File: src/nes_bus_pkg.sv
package nes_bus_pkg;

    // PPU register selects with 0..7 taken from CPU address bits 2..0
    typedef enum logic [3:0] {
        PPUCTRL   = 4'd0,
        PPUMASK   = 4'd1,
        PPUSTATUS = 4'd2,
        OAMADDR   = 4'd3,
        OAMDATA   = 4'd4,
        PPUSCROLL = 4'd5,
        PPUADDR   = 4'd6,
        PPUDATA   = 4'd7,
        OAMDMA    = 4'd8
    } reg_t;

    // Region of the CPU address map hit by an access
    typedef enum logic [2:0] {
        REGION_RAM     = 3'd0,
        REGION_PPU     = 3'd1,
        REGION_PAD1    = 3'd2,
        REGION_PAD2    = 3'd3,
        REGION_PRG_RAM = 3'd4,
        REGION_NONE    = 3'd5
    } bus_region_t;

endpackage : nes_bus_pkg

File: src/controller_port.sv
module controller_port
    import nes_bus_pkg::*;
(
    input  logic        clock,
    input  logic        reset_n,
    input  logic        clock_en,
    input  bus_region_t region,
    input  logic        r_en,
    input  logic [7:0]  w_data,
    input  logic        ctlr_data_p1,
    input  logic        ctlr_data_p2,
    output logic        ctlr_pulse_p1,
    output logic        ctlr_pulse_p2,
    output logic        ctlr_latch,
    output logic [7:0]  pad_data
);

    logic pad1_rd;
    logic pad2_rd;
    logic pad1_wr;

    assign pad1_rd = (region == REGION_PAD1) && r_en;
    assign pad2_rd = (region == REGION_PAD2) && r_en;
    assign pad1_wr = (region == REGION_PAD1) && !r_en;

    always_ff @(posedge clock or negedge reset_n) begin
        if (!reset_n) begin
            ctlr_latch    <= 1'b0;
            ctlr_pulse_p1 <= 1'b1;
            ctlr_pulse_p2 <= 1'b1;
            pad_data      <= 8'd0;
        end else if (clock_en) begin
            // Strobe level follows bit 0 of a $4016 write
            if (pad1_wr) begin
                ctlr_latch <= w_data[0];
            end

            // Shift clock is low for one enabled cycle after a read
            ctlr_pulse_p1 <= ~pad1_rd;
            ctlr_pulse_p2 <= ~pad2_rd;

            // Pad pins are active low
            if (pad1_rd) begin
                pad_data <= {7'd0, ~ctlr_data_p1};
            end else if (pad2_rd) begin
                pad_data <= {7'd0, ~ctlr_data_p2};
            end
        end
    end

endmodule : controller_port

File: config.mk
export PLATFORM = sky130hd
export DESIGN_NAME = controller_port
export DESIGN_NICKNAME = d
export VERILOG_FILES = /design/src/nes_bus_pkg.sv /design/src/controller_port.sv
export SDC_FILE = /design/constraint.sdc
export NUM_CORES = 1
export LEC_CHECK = 0
export BUFFER_PORTS_ARGS = -buffer_cell sky130_fd_sc_hd__buf_4
export CORE_AREA = 2 2 39 41
export CTS_CLUSTER_SIZE = 30
export DETAILED_ROUTE_END_ITERATION = 16
export DIE_AREA = 0 0 41 43
export SLEW_MARGIN = 25
export SYNTH_ARGS = -nofsm -noshare
export SYNTH_HDL_FRONTEND = slang
export SYNTH_SLANG_ARGS = --single-unit
File: constraint.sdc
create_clock -name clock -period 0.8 [get_ports clock]
set_input_delay 0.12 -clock clock [delete_from_list [all_inputs] [get_ports clock]]
set_output_delay 0.12 -clock clock [all_outputs]
set_load 0.01 [all_outputs]
### Word-level counts from Yosys, hierarchy flattened

Cells that the tools add are included.

| operators by class | value |
|---|---|
| reductions and logical operators | 7 |
| $lt $le $gt $ge | 0 |
| mux-type cells | 2 |
| shift operators | 0 |
| multiply operators | 0 |
| bitwise operators | 4 |
| add/sub/neg operators | 0 |
| eq/ne operators | 2 |
| div/mod/pow operators | 0 |

Operator list:

| kind | count |
|---|---|
| $mux W8 | 2 |
| $eq A3 B2 Y1 const B | 2 |
| $not A1 Y1 | 4 |
| $reduce_and A2 Y1 | 2 |
| $logic_and A1 B1 Y1 | 3 |
| $reduce_bool A2 Y1 | 1 |
| $logic_not A1 Y1 | 1 |

| word-level totals | value |
|---|---|
| bits of input ports | 17 |
| memories kept | 0 |
| memory bits (writable) | 0 |
| bits in read-only memories | 0 |
| logic and storage cells | 19 |
| latch bits | 0 |
| register bits after elaboration | 11 |
| output and inout bits | 11 |

### Longest topological paths before layout

| depth | value |
|---|---|
| depth after elaboration | 4 |
| depth in mapped cells | 3 |
| gate-level depth less buffers | 3 |

### Worst setup path after synthesis

Ideal clock, no wire load.

| timing | value |
|---|---|
| path kind | input to register |
| start point | in r_en |
| end point | reg ctlr_latch |
| required time | 0.675 ns |
| buffers on the path | 0 |
| setup time | 0.125 ns |
| cell stages on the path | 2 |
| data arrival time | 0.716 ns |
| slack | -0.041 ns |
| cell sequence | nor4_2 mux2_2 |

| between the ends | value |
|---|---|
| cells in the longest elaborated chain, start to end | 3 |

Ends and longest elaborated chain:

| element | RTL line | RTL |
|---|---|---|
| from (decl) | controller_port.sv:8 | `input logic r_en,` |
| $logic_not A1 Y1 | controller_port.sv:24 | `assign pad1_wr = (region == REGION_PAD1) && !r_en;` |
| $logic_and A1 B1 Y1 | controller_port.sv:24 |  |
| $reduce_and A2 Y1 (no line) | n/a |  |
| to (signal assigned) | controller_port.sv:35 | `ctlr_latch <= w_data[0];` |
| to (decl) | controller_port.sv:14 | `output logic ctlr_latch,` |

Every way passes these cells.
A chain may end at the register's enable or synchronous reset.

### Worst setup path in the final report

| timing | value |
|---|---|
| start point | reg ctlr_pulse_p1 |
| end point | out ctlr_pulse_p1 |

RTL lines:

| element | RTL line | RTL |
|---|---|---|
| from (decl) | controller_port.sv:12 | `output logic ctlr_pulse_p1,` |
| from (signal assigned) | controller_port.sv:39 | `ctlr_pulse_p1 <= ~pad1_rd;` |

No word-level cell between the ends.

==> impl_metrics.json <==
{
  "crit_chain": "buf_6",
  "routabilityCongestion": 0.593,
  "drtPass1Iterations": 3,
  "layout_setup_ws_ns": -0.181,
  "cp_data_arrival_time_ns": 0.86,
  "postRouteAntennaNets": 0,
  "clk_pin_slew_ns": 0.04,
  "viasPerCell": 3.53,
  "first_global_vias": 197,
  "clockBufferDepth": 2,
  "htreeDepth": 1,
  "final_area_um2": 414,
  "synth_cells": 23,
  "portBuffers": 13,
  "async_reset_ff_share_pct": 100,
  "io_pins": 28,
  "endpoint_kind": "output pin",
  "antennaDiodeCount": 0,
  "leakage_nw": 0.207,
  "yosys_warnings": 0,
  "synth_edf_count": 0,
  "grt_pass1_wl_um": 710,
  "placed_area_um2": 359,
  "grt_max_degree": 5,
  "skew_ns": 0,
  "synth_top_area_share_pct": 22.2,
  "path_class": "flip-flop to output pin",
  "cp-start-kind": "flip-flop",
  "cts_tree": "built",
  "worstPathMaxFanout": 2,
  "worst_path_largest_cell_delay_ns": 0.53,
  "layout.nets": 62,
  "violations": "negative setup slack",
  "drive_above_1_share_pct": 58.1,
  "clock_latency_ns": 0.23,
  "hp-class": "input port to flip-flop",
  "first_iter_violations": 3,
  "initial_core_util_pct": 17.1,
  "path_delay_family": "flip-flops",
  "synth_area_per_cell_um2": 10.3,
  "max_freq_ghz": 1.02,
  "hpwl_um": 383,
  "crit_path_top_delay_cell": "dfstp_2",
  "yosysUniqueCellTypes": 13,
  "yosysMostFrequentCell": "buf_4",
  "die_area_um2": 1760,
  "peakVddDrop_mv": 0.401,
  "antenna_found_initial": 0,
  "grt-ovfl-total": 0,
  "power.density_nw_per_um2": 1650,
  "finalSetupViolations": 5,
  "synth_top_area_cell": "buf_4",
  "yosysSeqAreaShare_pct": 43.4,
  "cp_num_buf_inv": 1,
  "routed_wl_um": 494,
  "worstPathRequired_ns": 0.68,
  "cts.sinks": 4,
  "finalSetupTns_ns": -0.495,
  "rsz0062_at_grt": "yes",
  "num_rows": 14,
  "synth_common_cells": "buf_4 (7), dfrtp_1 (2), dfstp_2 (2), mux2_2 (2), nand2_1 (2)",
  "vias": 208,
  "wl_per_cell_um": 8.37,
  "max_cap_viol_count": 0,
  "grt_use_total_pct": 6.95,
  "period_minus_slack_ns": 0.981,
  "synth_area_leaders": "buf_4 (22%), dfstp_2 (22%), dfrtp_1 (21%)",
  "cts_root_buf": "clkbuf_4",
  "drv_slew": 0,
  "synth-seq-cells": 4,
  "drc": 0,
  "syn2layout_area_growth_pct": 75.1,
  "synthesis.area_um2": 236,
  "core_um2": 1380,
  "ys.flop_type": "dfstp_2",
  "post-place-ws_ns": -0.168,
  "dieHeight_um": 43,
  "final-hold-violation-count": 0,
  "period_share_pct": 123,
  "die_w_um": 41,
  "numCtsBuffers": 3,
  "outcome": "finished, violations left"
}
## logic make-up after synthesis
family	count (synthesis)	synth area share [%]
buffers and inverters	8	23.8
and+or+nand+nor	5	13.8
DFF	4	43.4
AOI/OAI and AO/OA	3	7.93
muxes	2	9.52
other	1	1.59
## final timing paths
path,to,from,slack [ns],depth (start not counted)
max reg2reg,ctlr_pulse_p2,ctlr_pulse_p2,-0.03,3
max,ctlr_pulse_p1,ctlr_pulse_p1,-0.18,1
min,ctlr_latch,w_data[0],0.12,2
max in group asynchronous,ctlr_pulse_p2,reset_n,0.38,2
min in group asynchronous,ctlr_latch,reset_n,0.22,2
min reg2reg,pad_data[0],pad_data[0],0.50,2
## routing by layer
layer / track usage [%] / wire, um
met2: 9.06 / 219
met1: 5.19 / 183
met5: 0 / 0
met4: 10.0 / 19
met3: 4.71 / 71
## cell type report
class | instances | area, um2
Clock buffer | 3 | 22.5
Fill cell | 152 | 970
Inverter | 1 | 3.75
Multi-Input combinational cell | 17 | 113
Sequential cell | 4 | 103
Tap cell | 16 | 20.0
Timing Repair Buffer | 18 | 153
## registers in the layout, summed over array words and instances, names as in the netlist
name           cells
pad_data           1
ctlr_pulse_p2      1
ctlr_latch         1
ctlr_pulse_p1      1
## power by group
group | internal [mW] | total, mW | switching (mW)
combinational | 0.116 | 0.188 | 0.0727
sequential | 0.232 | 0.250 | 0.0176
clock | 0.168 | 0.246 | 0.0784
total | 0.516 | 0.684 | 0.169
## repair_timing
action	CTS	global route
setup endpoints to repair	4	5
hold buffers	1	0
setup buffers	0	1
resized for setup	4	0
endpoints found under the hold margin	4	0
## stage by stage
| stage | instances | power [mW] | utilization (%) | hold slack, ns |
|---|---|---|---|---|
| 6_report | 59 | 0.684 | 29.9 | 0.122 |
| 5_1_grt | 59 | 0.742 | 29.9 | 0.113 |
| 4_1_cts | 58 | 0.697 | 29.4 | 0.115 |
| 3_5_place_dp | 54 | 0.414 | 25.9 | -0.0815 |
| 3_3_place_gp | 54 | 0.415 | 25.9 | -0.0805 |
| 2_1_floorplan | 29 | 0.337 | - | -0.176 |
## placed cells by master, fill, tap and decap left out
cell           instances
mux2_2                 1
dlygate4sd3_1          1
buf_6                  4
buf_4                 13
dfrtp_1                2
dfstp_2                2
nor2_1                 1
clkbuf_4               3
o22a_1                 1
o21ai_0                1
nand4b_1               1
mux2_4                 1
nor4_4                 1
conb_1                 7
nand2_1                2
inv_1                  1
a21oi_1                1
Note: power is estimated with default switching activity, not from simulation.
