[config.mk]
export PLATFORM = sky130hd
export DESIGN_NAME = bus_decoder
export DESIGN_NICKNAME = d
export VERILOG_FILES = /design/src/nes_bus_pkg.sv /design/src/bus_decoder.sv
export SDC_FILE = /design/constraint.sdc
export NUM_CORES = 1
export LEC_CHECK = 0
export ABC_AREA = 0
export BUFFER_PORTS_ARGS = -buffer_cell sky130_fd_sc_hd__buf_4
export CORE_MARGIN = 1
export CORE_UTILIZATION = 33
export DETAILED_ROUTE_END_ITERATION = 10
export PLACE_DENSITY_LB_ADDON = 0.12
export SLEW_MARGIN = 10
export SYNTH_ARGS = -nofsm -noshare
export SYNTH_HDL_FRONTEND = slang
export SYNTH_SLANG_ARGS = --single-unit
[constraint.sdc]
create_clock -name clock -period 1.5 [get_ports clock]
set_clock_uncertainty 0.2 [all_clocks]
set_input_delay 0.15 -clock clock [delete_from_list [all_inputs] [get_ports clock]]
set_output_delay 0.15 -clock clock [all_outputs]
set_load 0.01 [all_outputs]
[src/nes_bus_pkg.sv]
package nes_bus_pkg;

    // PPU register selects with 0..7 taken from CPU address bits 2..0
    typedef enum logic [3:0] {
        PPUCTRL   = 4'd0,
        PPUMASK   = 4'd1,
        PPUSTATUS = 4'd2,
        OAMADDR   = 4'd3,
        OAMDATA   = 4'd4,
        PPUSCROLL = 4'd5,
        PPUADDR   = 4'd6,
        PPUDATA   = 4'd7,
        OAMDMA    = 4'd8
    } reg_t;

    // Region of the CPU address map hit by an access
    typedef enum logic [2:0] {
        REGION_RAM     = 3'd0,
        REGION_PPU     = 3'd1,
        REGION_PAD1    = 3'd2,
        REGION_PAD2    = 3'd3,
        REGION_PRG_RAM = 3'd4,
        REGION_NONE    = 3'd5
    } bus_region_t;

endpackage : nes_bus_pkg

[src/bus_decoder.sv]
module bus_decoder
    import nes_bus_pkg::*;
(
    input  logic        clock,
    input  logic        reset_n,
    input  logic        clock_en,
    input  logic [15:0] addr,
    input  logic        r_en,
    output bus_region_t region,
    output reg_t        reg_sel,
    output logic        reg_en,
    output logic        reg_rw,
    input  logic [7:0]  mem_data,
    input  logic [7:0]  pad_data,
    input  logic [7:0]  reg_data_rd,
    output logic [7:0]  r_data
);

    bus_region_t prev_region;

    // Address map
    always_comb begin
        if (addr < 16'h2000) begin
            region = REGION_RAM;
        end else if (addr < 16'h4000) begin
            region = REGION_PPU;
        end else if (addr == 16'h4014) begin
            region = REGION_PPU;
        end else if (addr == 16'h4016) begin
            region = REGION_PAD1;
        end else if (addr == 16'h4017) begin
            region = REGION_PAD2;
        end else if (addr >= 16'h6000 && addr < 16'h8000) begin
            region = REGION_PRG_RAM;
        end else begin
            region = REGION_NONE;
        end
    end

    // PPU register port
    assign reg_en = (region == REGION_PPU);
    assign reg_rw = ~r_en;

    always_comb begin
        reg_sel = PPUCTRL;
        if (reg_en) begin
            if (addr == 16'h4014) begin
                reg_sel = OAMDMA;
            end else begin
                reg_sel = reg_t'({1'b0, addr[2:0]});
            end
        end
    end

    // Remember where the last read went
    always_ff @(posedge clock or negedge reset_n) begin
        if (!reset_n) begin
            prev_region <= REGION_NONE;
        end else if (clock_en && r_en) begin
            prev_region <= region;
        end
    end

    // Read data mux
    always_comb begin
        case (prev_region)
            REGION_PAD1, REGION_PAD2: r_data = pad_data;
            REGION_PPU:               r_data = reg_data_rd;
            default:                  r_data = mem_data;
        endcase
    end

endmodule : bus_decoder

== Yosys cells after proc, flatten, opt, wreduce, memory -nomap -nowiden ==
Cells that the tools add are included.

* Bits in registers: 3
* Latch bits: 0
* Memory bits (writable): 0
* Bits in read-only memories: 0
* Bits of input ports: 44
* Output and inout bits: 17
* Logic and storage cells: 25
* Memories kept: 0

* Add/subtract/negate cells: 0
* $mul: 0
* Divide/modulo/power cells: 0
* $lt $le $gt $ge: 4
* Equality and inequality tests: 7
* Shift-type cells: 0
* Multiplexer cells: 9
* Bitwise logic cells: 1
* Reduce and logical (&&, ||, !) cells: 3

{| class="wikitable"
|+ Operators with widths
! cell !! number
|-
| 16-bit by 15-bit == test with 1-bit output (second input constant) || 3
|-
| 16-bit by 15-bit >= comparator with 1-bit output (second input constant) || 1
|-
| 16-bit by 14-bit < comparator with 1-bit output (second input constant) || 1
|-
| 16-bit by 15-bit < comparator with 1-bit output (second input constant) || 1
|-
| 16-bit < comparator (second input constant) || 1
|-
| 8-bit one-hot mux with 2 select lines || 1
|-
| 3-bit two-way mux || 5
|-
| 4-bit two-way mux || 2
|-
| 3-bit by 1-bit == test with 1-bit output (second input constant) || 2
|-
| 3-bit by 2-bit == test with 1-bit output (second input constant) || 2
|-
| 1-bit logical AND || 2
|-
| 2-bit OR reduction || 1
|-
| 1-bit two-way mux || 1
|-
| 1-bit NOT || 1
|}

== Depth between registers and ports, before layout ==
Gate-level depths: netlist (run 1).

* Depth after elaboration: 10
* Depth in mapped cells: 5
* Depth with buffers taken out: 3

== Least setup slack after synthesis (run 1) ==
Ideal clock, no wire load.

* Path kind: flip-flop to output port
* From: register prev_region[0]
* To: output r_data[0]
* Arrival time: 1.165 ns
* Data required time: 1.150 ns
* Setup slack: -0.015 ns
* Stages on the path, launching flop included: 5
* Buffers on the path: 1
* Cells stage by stage: dfstp_2 -> nor2b_1 -> buf_4 -> a21oi_1 -> o21ai_0

* Word-level cells in the longest chain between the ends: 3
* Elaborated cells on any way between the ends: 5

{| class="wikitable"
|+ Ends and longest elaborated chain
! what !! line !! text
|-
| start, declared || bus_decoder.sv:19 || <nowiki>bus_region_t prev_region;</nowiki>
|-
| start signal, assigned || bus_decoder.sv:60 || <nowiki>prev_region <= region;</nowiki>
|-
| 3-bit by 2-bit == test with 1-bit output || bus_decoder.sv:66 || <nowiki>case (prev_region)</nowiki>
|-
| 2-bit OR reduction || bus_decoder.sv:66 ||
|-
| 8-bit one-hot mux with 2 select lines * || bus_decoder.sv:66 ||
|-
| end, declared || bus_decoder.sv:16 || <nowiki>output logic [7:0] r_data</nowiki>
|}

Every way passes the cells marked *; elsewhere a longest branch is shown, timed or not.

== Final worst setup path (run 1) ==
* From: register prev_region[0]
* To: output r_data[1]

Same word-level chain as after synthesis.

==> results by group, run 1 <==
Run status
  • Status: finished, violations left
  • Failing checks: setup timing

Worst setup path
  • Worst path max stage delay: 570 ps
  • CP delay by family, top: flip-flops
  • Critical Path Sink Type: output port
  • Peak fanout along the critical path: 8
  • Data arrival time of the critical path: 1430 ps
  • WP buf/inv: 2
  • Crit path cell chain: nor2b_4 > buf_6 > a21oi_1 > o21ai_1 > buf_4
  • Critical Path Slowest Stage Cell: dfstp_2
  • Crit path launch type: register
  • Worst EP required: 1150 ps
  • Crit Path Category: register to output port

STA
  • Final WS setup: -283 ps
  • RSZ-0062 raised after global routing: yes
  • Fin. max-slew vios: 0
  • Worst hold slack: 17.7 ps
  • Setup violators final: 8
  • Final min period: 1780 ps
  • Relative slew slack: 75.4%
  • Period utilisation layout: 119%
  • Fmax: 561 MHz
  • Worst-margin pin slew: 368 ps
  • Setup TNS: -2170 ps
  • Final Hold Fails: 0

Global route
  • Largest net degree at the start of global routing: 10
  • Initial antenna violation count: 0
  • GR Overflow Total: 0
  • GRT Total Usage: 21.4%
  • Global-route wire length before repair: 3.11 mm
  • Vias in the first global route: 794

Layout
  • Layout fillers: 122
  • Max reg flops: 3
  • Reg area: 77.6 um^2
  • Top flop regs: prev_region x3
  • Multi-input gate area: 463 um^2
  • Largest Register: prev_region
  • Non-Filler Instances: 158
  • ANT cells: 0
  • Most frequent cells in the layout: 62 x buf_4, 9 x a21oi_1, 9 x o21ai_1, 8 x a22oi_1, 6 x and2b_1
  • Final nets: 187
  • Layout cells sized above 1: 59.2%
  • Commonest non-fill, non-tap cell in the layout: buf_4
  • Synth-to-Final Area Change: 111%

Clock tree
  • Clock Latency Late Sink: 230 ps
  • CTS tree: built
  • Worst-path clk slew: 40 ps
  • Num CTS Buffers: 3
  • Clock buffer depth: 2
  • # clock sinks: 3
  • H-Tree Depth: 1
  • CTS root buffer: clkbuf_4

Placed design
  • Post-DP HPWL: 1.62 mm
  • DP Worst Slack: -68.1 ps
  • Buffers on Ports: 60
  • Routability congestion estimate from global placement: 0.783
  • Post-Place Cells: 149

Drt
  • Met2 WL: 1.17 mm
  • Metal-1 WL: 757 um
  • Met3 WL: 107 um
  • Starting DRC count in detailed routing: 11
  • Per-cell routed wire length: 13.0 um
  • Final wirelength: 2.05 mm
  • Uppermost layer routed: met4
  • # DRC: 0
  • DR pass1 iterations: 4
  • Final ANT Viol Nets: 0
  • DR vias: 847
  • Vias/cell: 5.36

Synth
  • Register area share after synthesis: 14.2%
  • Syn_area_per_cell: 7.49 um^2
  • Synthesis-stage register bit count: 3
  • Synth area leaders: a22oi_1 11%, a21oi_1 10%, dfstp_2 9.6%, and2b_1 8.2%, o21ai_0 7.3%
  • Synth top area share: 11.0%
  • Most area-hungry cell type in the Yosys netlist: a22oi_1
  • Yosys Warn Count: 0
  • Netlist cell types: 30
  • Mapped Cells: 73
  • Syn Std Cell Area: 547 um^2
  • Mapped Nets: 117

Pwr
  • Leak: 0.000572 uW
  • VDD IR max: 0.000288 V
  • Power per cell area: 524 nW/um^2
  • Total power: 603 uW

Floorplan
  • Effective utilization at floorplan: 35.9%
  • Die area: 1820 um^2
  • Core box area: 1520 um^2
  • Row count: 14
  • I/O pin total: 61
  • Chip height: 42.7 um
  • Die width: 42.7 um

Job
  • Reported max-cap violation count: 0

Worst hold path
  • Hold Crit Class: input pin to register
[cell usage after synthesis]
master	n
o21ai_0	8
a22oi_1	8
o31ai_1	1
a31o_2	1
buf_2	3
nor3_1	1
nand3_1	1
o21ai_1	1
a21o_1	1
dfstp_2	2
nand4_1	1
nor2b_1	5
and4_4	1
and2b_1	6
nand2b_1	1
xor2_1	1
a21oi_1	11
inv_1	1
a41oi_1	2
nor4b_4	1
and3_1	3
clkbuf_2	1
dfrtp_1	1
o31ai_2	1
nor2_1	3
and2_1	1
buf_4	1
nand2_1	3
nor4_4	1
and4bb_2	1
[report_power, final]
part           switching (uW)  total, uW  internal (uW)
clock network            39.3        139           99.5
registers                11.3        105           93.3
logic                     143        360            217
[per-stage QoR]
stage          cell area [um^2]  util, %
3_5_place_dp               1040     68.2
2_1_floorplan               547        -
3_3_place_gp               1040     68.2
5_1_grt                    1150     75.5
4_1_cts                    1100     72.1
6_report                   1150     75.5
[worst min-delay path: cells and delay by family]
family | cells | cell delay (ps)
buffers and inverters | 1 | 140
and+or+nand+nor | 1 | 60
AOI/OAI and AO/OA | 1 | 50
[kinds of logic (layout without fill, tap and decap cells)]
group | count (synthesis) | after routing | share of synthesized area (%)
AO/OA/AOI/OAI | 34 | 34 | 39.1
XOR/XNOR | 1 | 1 | 1.60
buffers and inverters | 6 | 75 | 5.72
flip-flops | 3 | 3 | 14.2
AND/OR/NAND/NOR | 29 | 29 | 39.4
[final cells by class]
type / instances / area share (%)
repair buffers: 70 / 48.7
multi-input cells: 64 / 40.2
flip-flops and latches: 3 / 6.74
clock buffers: 4 / 2.28
well taps: 16 / 1.74
inverters: 1 / 0.326
[final timing paths]
| check | startpoint | end | slack, ps | cells after the start |
|---|---|---|---|---|
| setup / recovery | prev_region[0]$_DFFE_PN1P_ | r_data[1] | -280 | 5 |
| min in group asynchronous | reset_n | prev_region[1]$_DFFE_PN0P_ | 50 | 2 |
| max in group asynchronous | reset_n | prev_region[0]$_DFFE_PN1P_ | 860 | 2 |
| hold / removal | addr[1] | prev_region[1]$_DFFE_PN0P_ | 20 | 3 |
| hold reg to reg | prev_region[2]$_DFFE_PN1P_ | prev_region[2]$_DFFE_PN1P_ | 460 | 3 |
| setup reg to reg | prev_region[2]$_DFFE_PN1P_ | prev_region[2]$_DFFE_PN1P_ | 210 | 3 |
[metal layers]
layer / vias to the layer above / GRT usage (%)
met5: - / 0
met4: 0 / 5.00
met3: 2 / 3.40
met2: 32 / 41.2
met1: 398 / 24.0
li1: 415 / -
[what timing repair did]
action,4_1_cts,5_1_grt
pin swaps,0,2
resized for setup,1,10
buffers inserted,0,2
endpoints found under the hold margin,5,0
hold buffers,3,0
endpoints found under the setup margin,8,11
Power figures use the tool's default switching activity.
==> inputs of run 2 (changes only) <==
RECOVER_POWER = 100   (was not set)
==> results by group, run 2 (synthesis results as in run 1) <==
Floorplan
  • Row count: 14
  • Core box area: 1520 um^2
  • Effective utilization at floorplan: 35.9%
  • I/O pin total: 61
  • Die area: 1820 um^2
  • Chip height: 42.7 um
  • Die width: 42.7 um

Clock tree
  • # clock sinks: 3
  • H-Tree Depth: 1
  • Worst-path clk slew: 40 ps
  • Clock buffer depth: 2
  • CTS root buffer: clkbuf_4
  • Num CTS Buffers: 3
  • CTS tree: built
  • Clock Latency Late Sink: 230 ps

Worst setup path
  • R2R setup slack: 200 ps
  • Peak fanout along the critical path: 8
  • Worst EP required: 1150 ps
  • Crit path launch type: register
  • Reg2reg start: prev_region[2]$_DFFE_PN1P_
  • Crit path cell chain: nor2b_4 > buf_6 > a21oi_1 > o21ai_1 > buf_4
  • Crit Path Category: register to output port
  • Critical Path Sink Type: output port
  • Critical Path Stages: 5
  • Critical Path Source: prev_region[0]$_DFFE_PN1P_
  • Critical Path Slowest Stage Cell: dfstp_2
  • Worst path max stage delay: 570 ps
  • Worst r2r path cells: 3
  • Crit Reg-Reg Endpoint: prev_region[2]$_DFFE_PN1P_
  • Critical Path Sink: r_data[1]
  • CP delay by family, top: flip-flops
  • Data arrival time of the critical path: 1430 ps
  • WP buf/inv: 2

Global route
  • GRT Total Usage: 21.4%
  • GR Overflow Total: 0
  • Initial antenna violation count: 0
  • Largest net degree at the start of global routing: 10
  • Global-route wire length before repair: 3.11 mm
  • Vias in the first global route: 794

Layout
  • Max reg flops: 3
  • Commonest non-fill, non-tap cell in the layout: buf_4
  • Synth-to-Final Area Change: 104%
  • Layout Utilization: 73.2%
  • Layout cells sized above 1: 54.9%
  • Reg area: 77.6 um^2
  • Top flop regs: prev_region x3
  • Multi-input gate area: 454 um^2
  • ANT cells: 0
  • Largest Register: prev_region
  • Layout fillers: 128
  • Non-Filler Instances: 158
  • Final nets: 187
  • Most frequent cells in the layout: 57 x buf_4, 9 x a21oi_1, 9 x o21ai_1, 8 x a22oi_1, 7 x clkbuf_1

Drt
  • Final wirelength: 2.05 mm
  • Vias/cell: 5.32
  • DR vias: 840
  • DR pass1 iterations: 4
  • Starting DRC count in detailed routing: 11
  • Per-cell routed wire length: 13.0 um
  • # DRC: 0
  • Final ANT Viol Nets: 0

STA
  • Worst hold slack: 15.5 ps
  • Worst-margin pin slew: 381 ps
  • RSZ-0062 raised after global routing: yes
  • Period utilisation layout: 119%
  • Fin. max-slew vios: 0
  • Final min period: 1780 ps
  • Fmax: 561 MHz
  • Relative slew slack: 74.5%
  • Final Hold Fails: 0
  • Final WS setup: -284 ps
  • Setup violators final: 10

Placed design
  • Buffers on Ports: 60
  • DP Worst Slack: -68.1 ps
  • Routability congestion estimate from global placement: 0.783
  • Post-Place Cells: 149
  • Post-DP HPWL: 1.62 mm

Worst hold path
  • Hold Crit Class: input pin to register
  • Hold depth: 3

Job
  • Reported max-cap violation count: 0

Run status
  • Failing checks: setup timing
  • Status: finished, violations left

Pwr
  • VDD IR max: 0.000286 V
  • Power per cell area: 533 nW/um^2
  • Leak: 0.000542 uW
[run 2: how the worst min path moves through the flow]
stage / start / end / slack (ps)
floorplan: reset_n / prev_region[1]$_DFFE_PN0P_ / -350
global placement: reset_n / prev_region[1]$_DFFE_PN0P_ / -260
detailed placement: reset_n / prev_region[1]$_DFFE_PN0P_ / -260
CTS: addr[1] / prev_region[1]$_DFFE_PN0P_ / 2
global route: addr[1] / prev_region[1]$_DFFE_PN0P_ / 30
finish: addr[1] / prev_region[1]$_DFFE_PN0P_ / 20
[run 2: metrics by stage]
| step | area [um^2] | TNS (ps) | power (uW) |
|---|---|---|---|
| floorplan | 547 | 0 | 237 |
| global placement | 1040 | -66.0 | 432 |
| detailed placement | 1040 | -415 | 442 |
| CTS | 1100 | -2360 | 595 |
| global route | 1120 | -3050 | 642 |
| finish | 1120 | -2200 | 594 |
[run 2: layout make-up]
| type | count | area share (%) |
|---|---|---|
| Multi-Input combinational cell | 64 | 40.7 |
| Timing Repair Buffer | 70 | 47.9 |
| Clock buffer | 4 | 2.35 |
| Tap cell | 16 | 1.79 |
| Sequential cell | 3 | 6.95 |
| Inverter | 1 | 0.336 |
[run 2: per-layer routing]
| metal | share of wire (%) | vias to the layer above | GRT usage, % |
|---|---|---|---|
| li1 | - | 414 | - |
| met1 | 37 | 392 | 24.0 |
| met2 | 57 | 32 | 41.2 |
| met3 | 5.2 | 2 | 3.40 |
| met4 | 0.68 | 0 | 5.00 |
| met5 | 0 | - | 0 |
[run 2: worst reg2reg max path, delay by kind of cell (launching register included)]
kind           cells  cell delay (ps)
flip-flops         1              570
AO/OA/AOI/OAI      3              440
[run 2: repair_timing]
item / 4_1_cts / 5_1_grt
buffers inserted: 0 / 2
gates resized for setup: 1 / 10
setup endpoints to repair: 8 / 11
endpoints found under the hold margin: 5 / 0
hold buffers: 3 / 0
pin swaps: 0 / 2
[run 2: where the power goes]
group	leakage [uW]	internal (uW)	switching, uW
registers	0.0000351	93.3	11.3
clock network	0.0000150	99.6	39.7
logic	0.000492	210	141
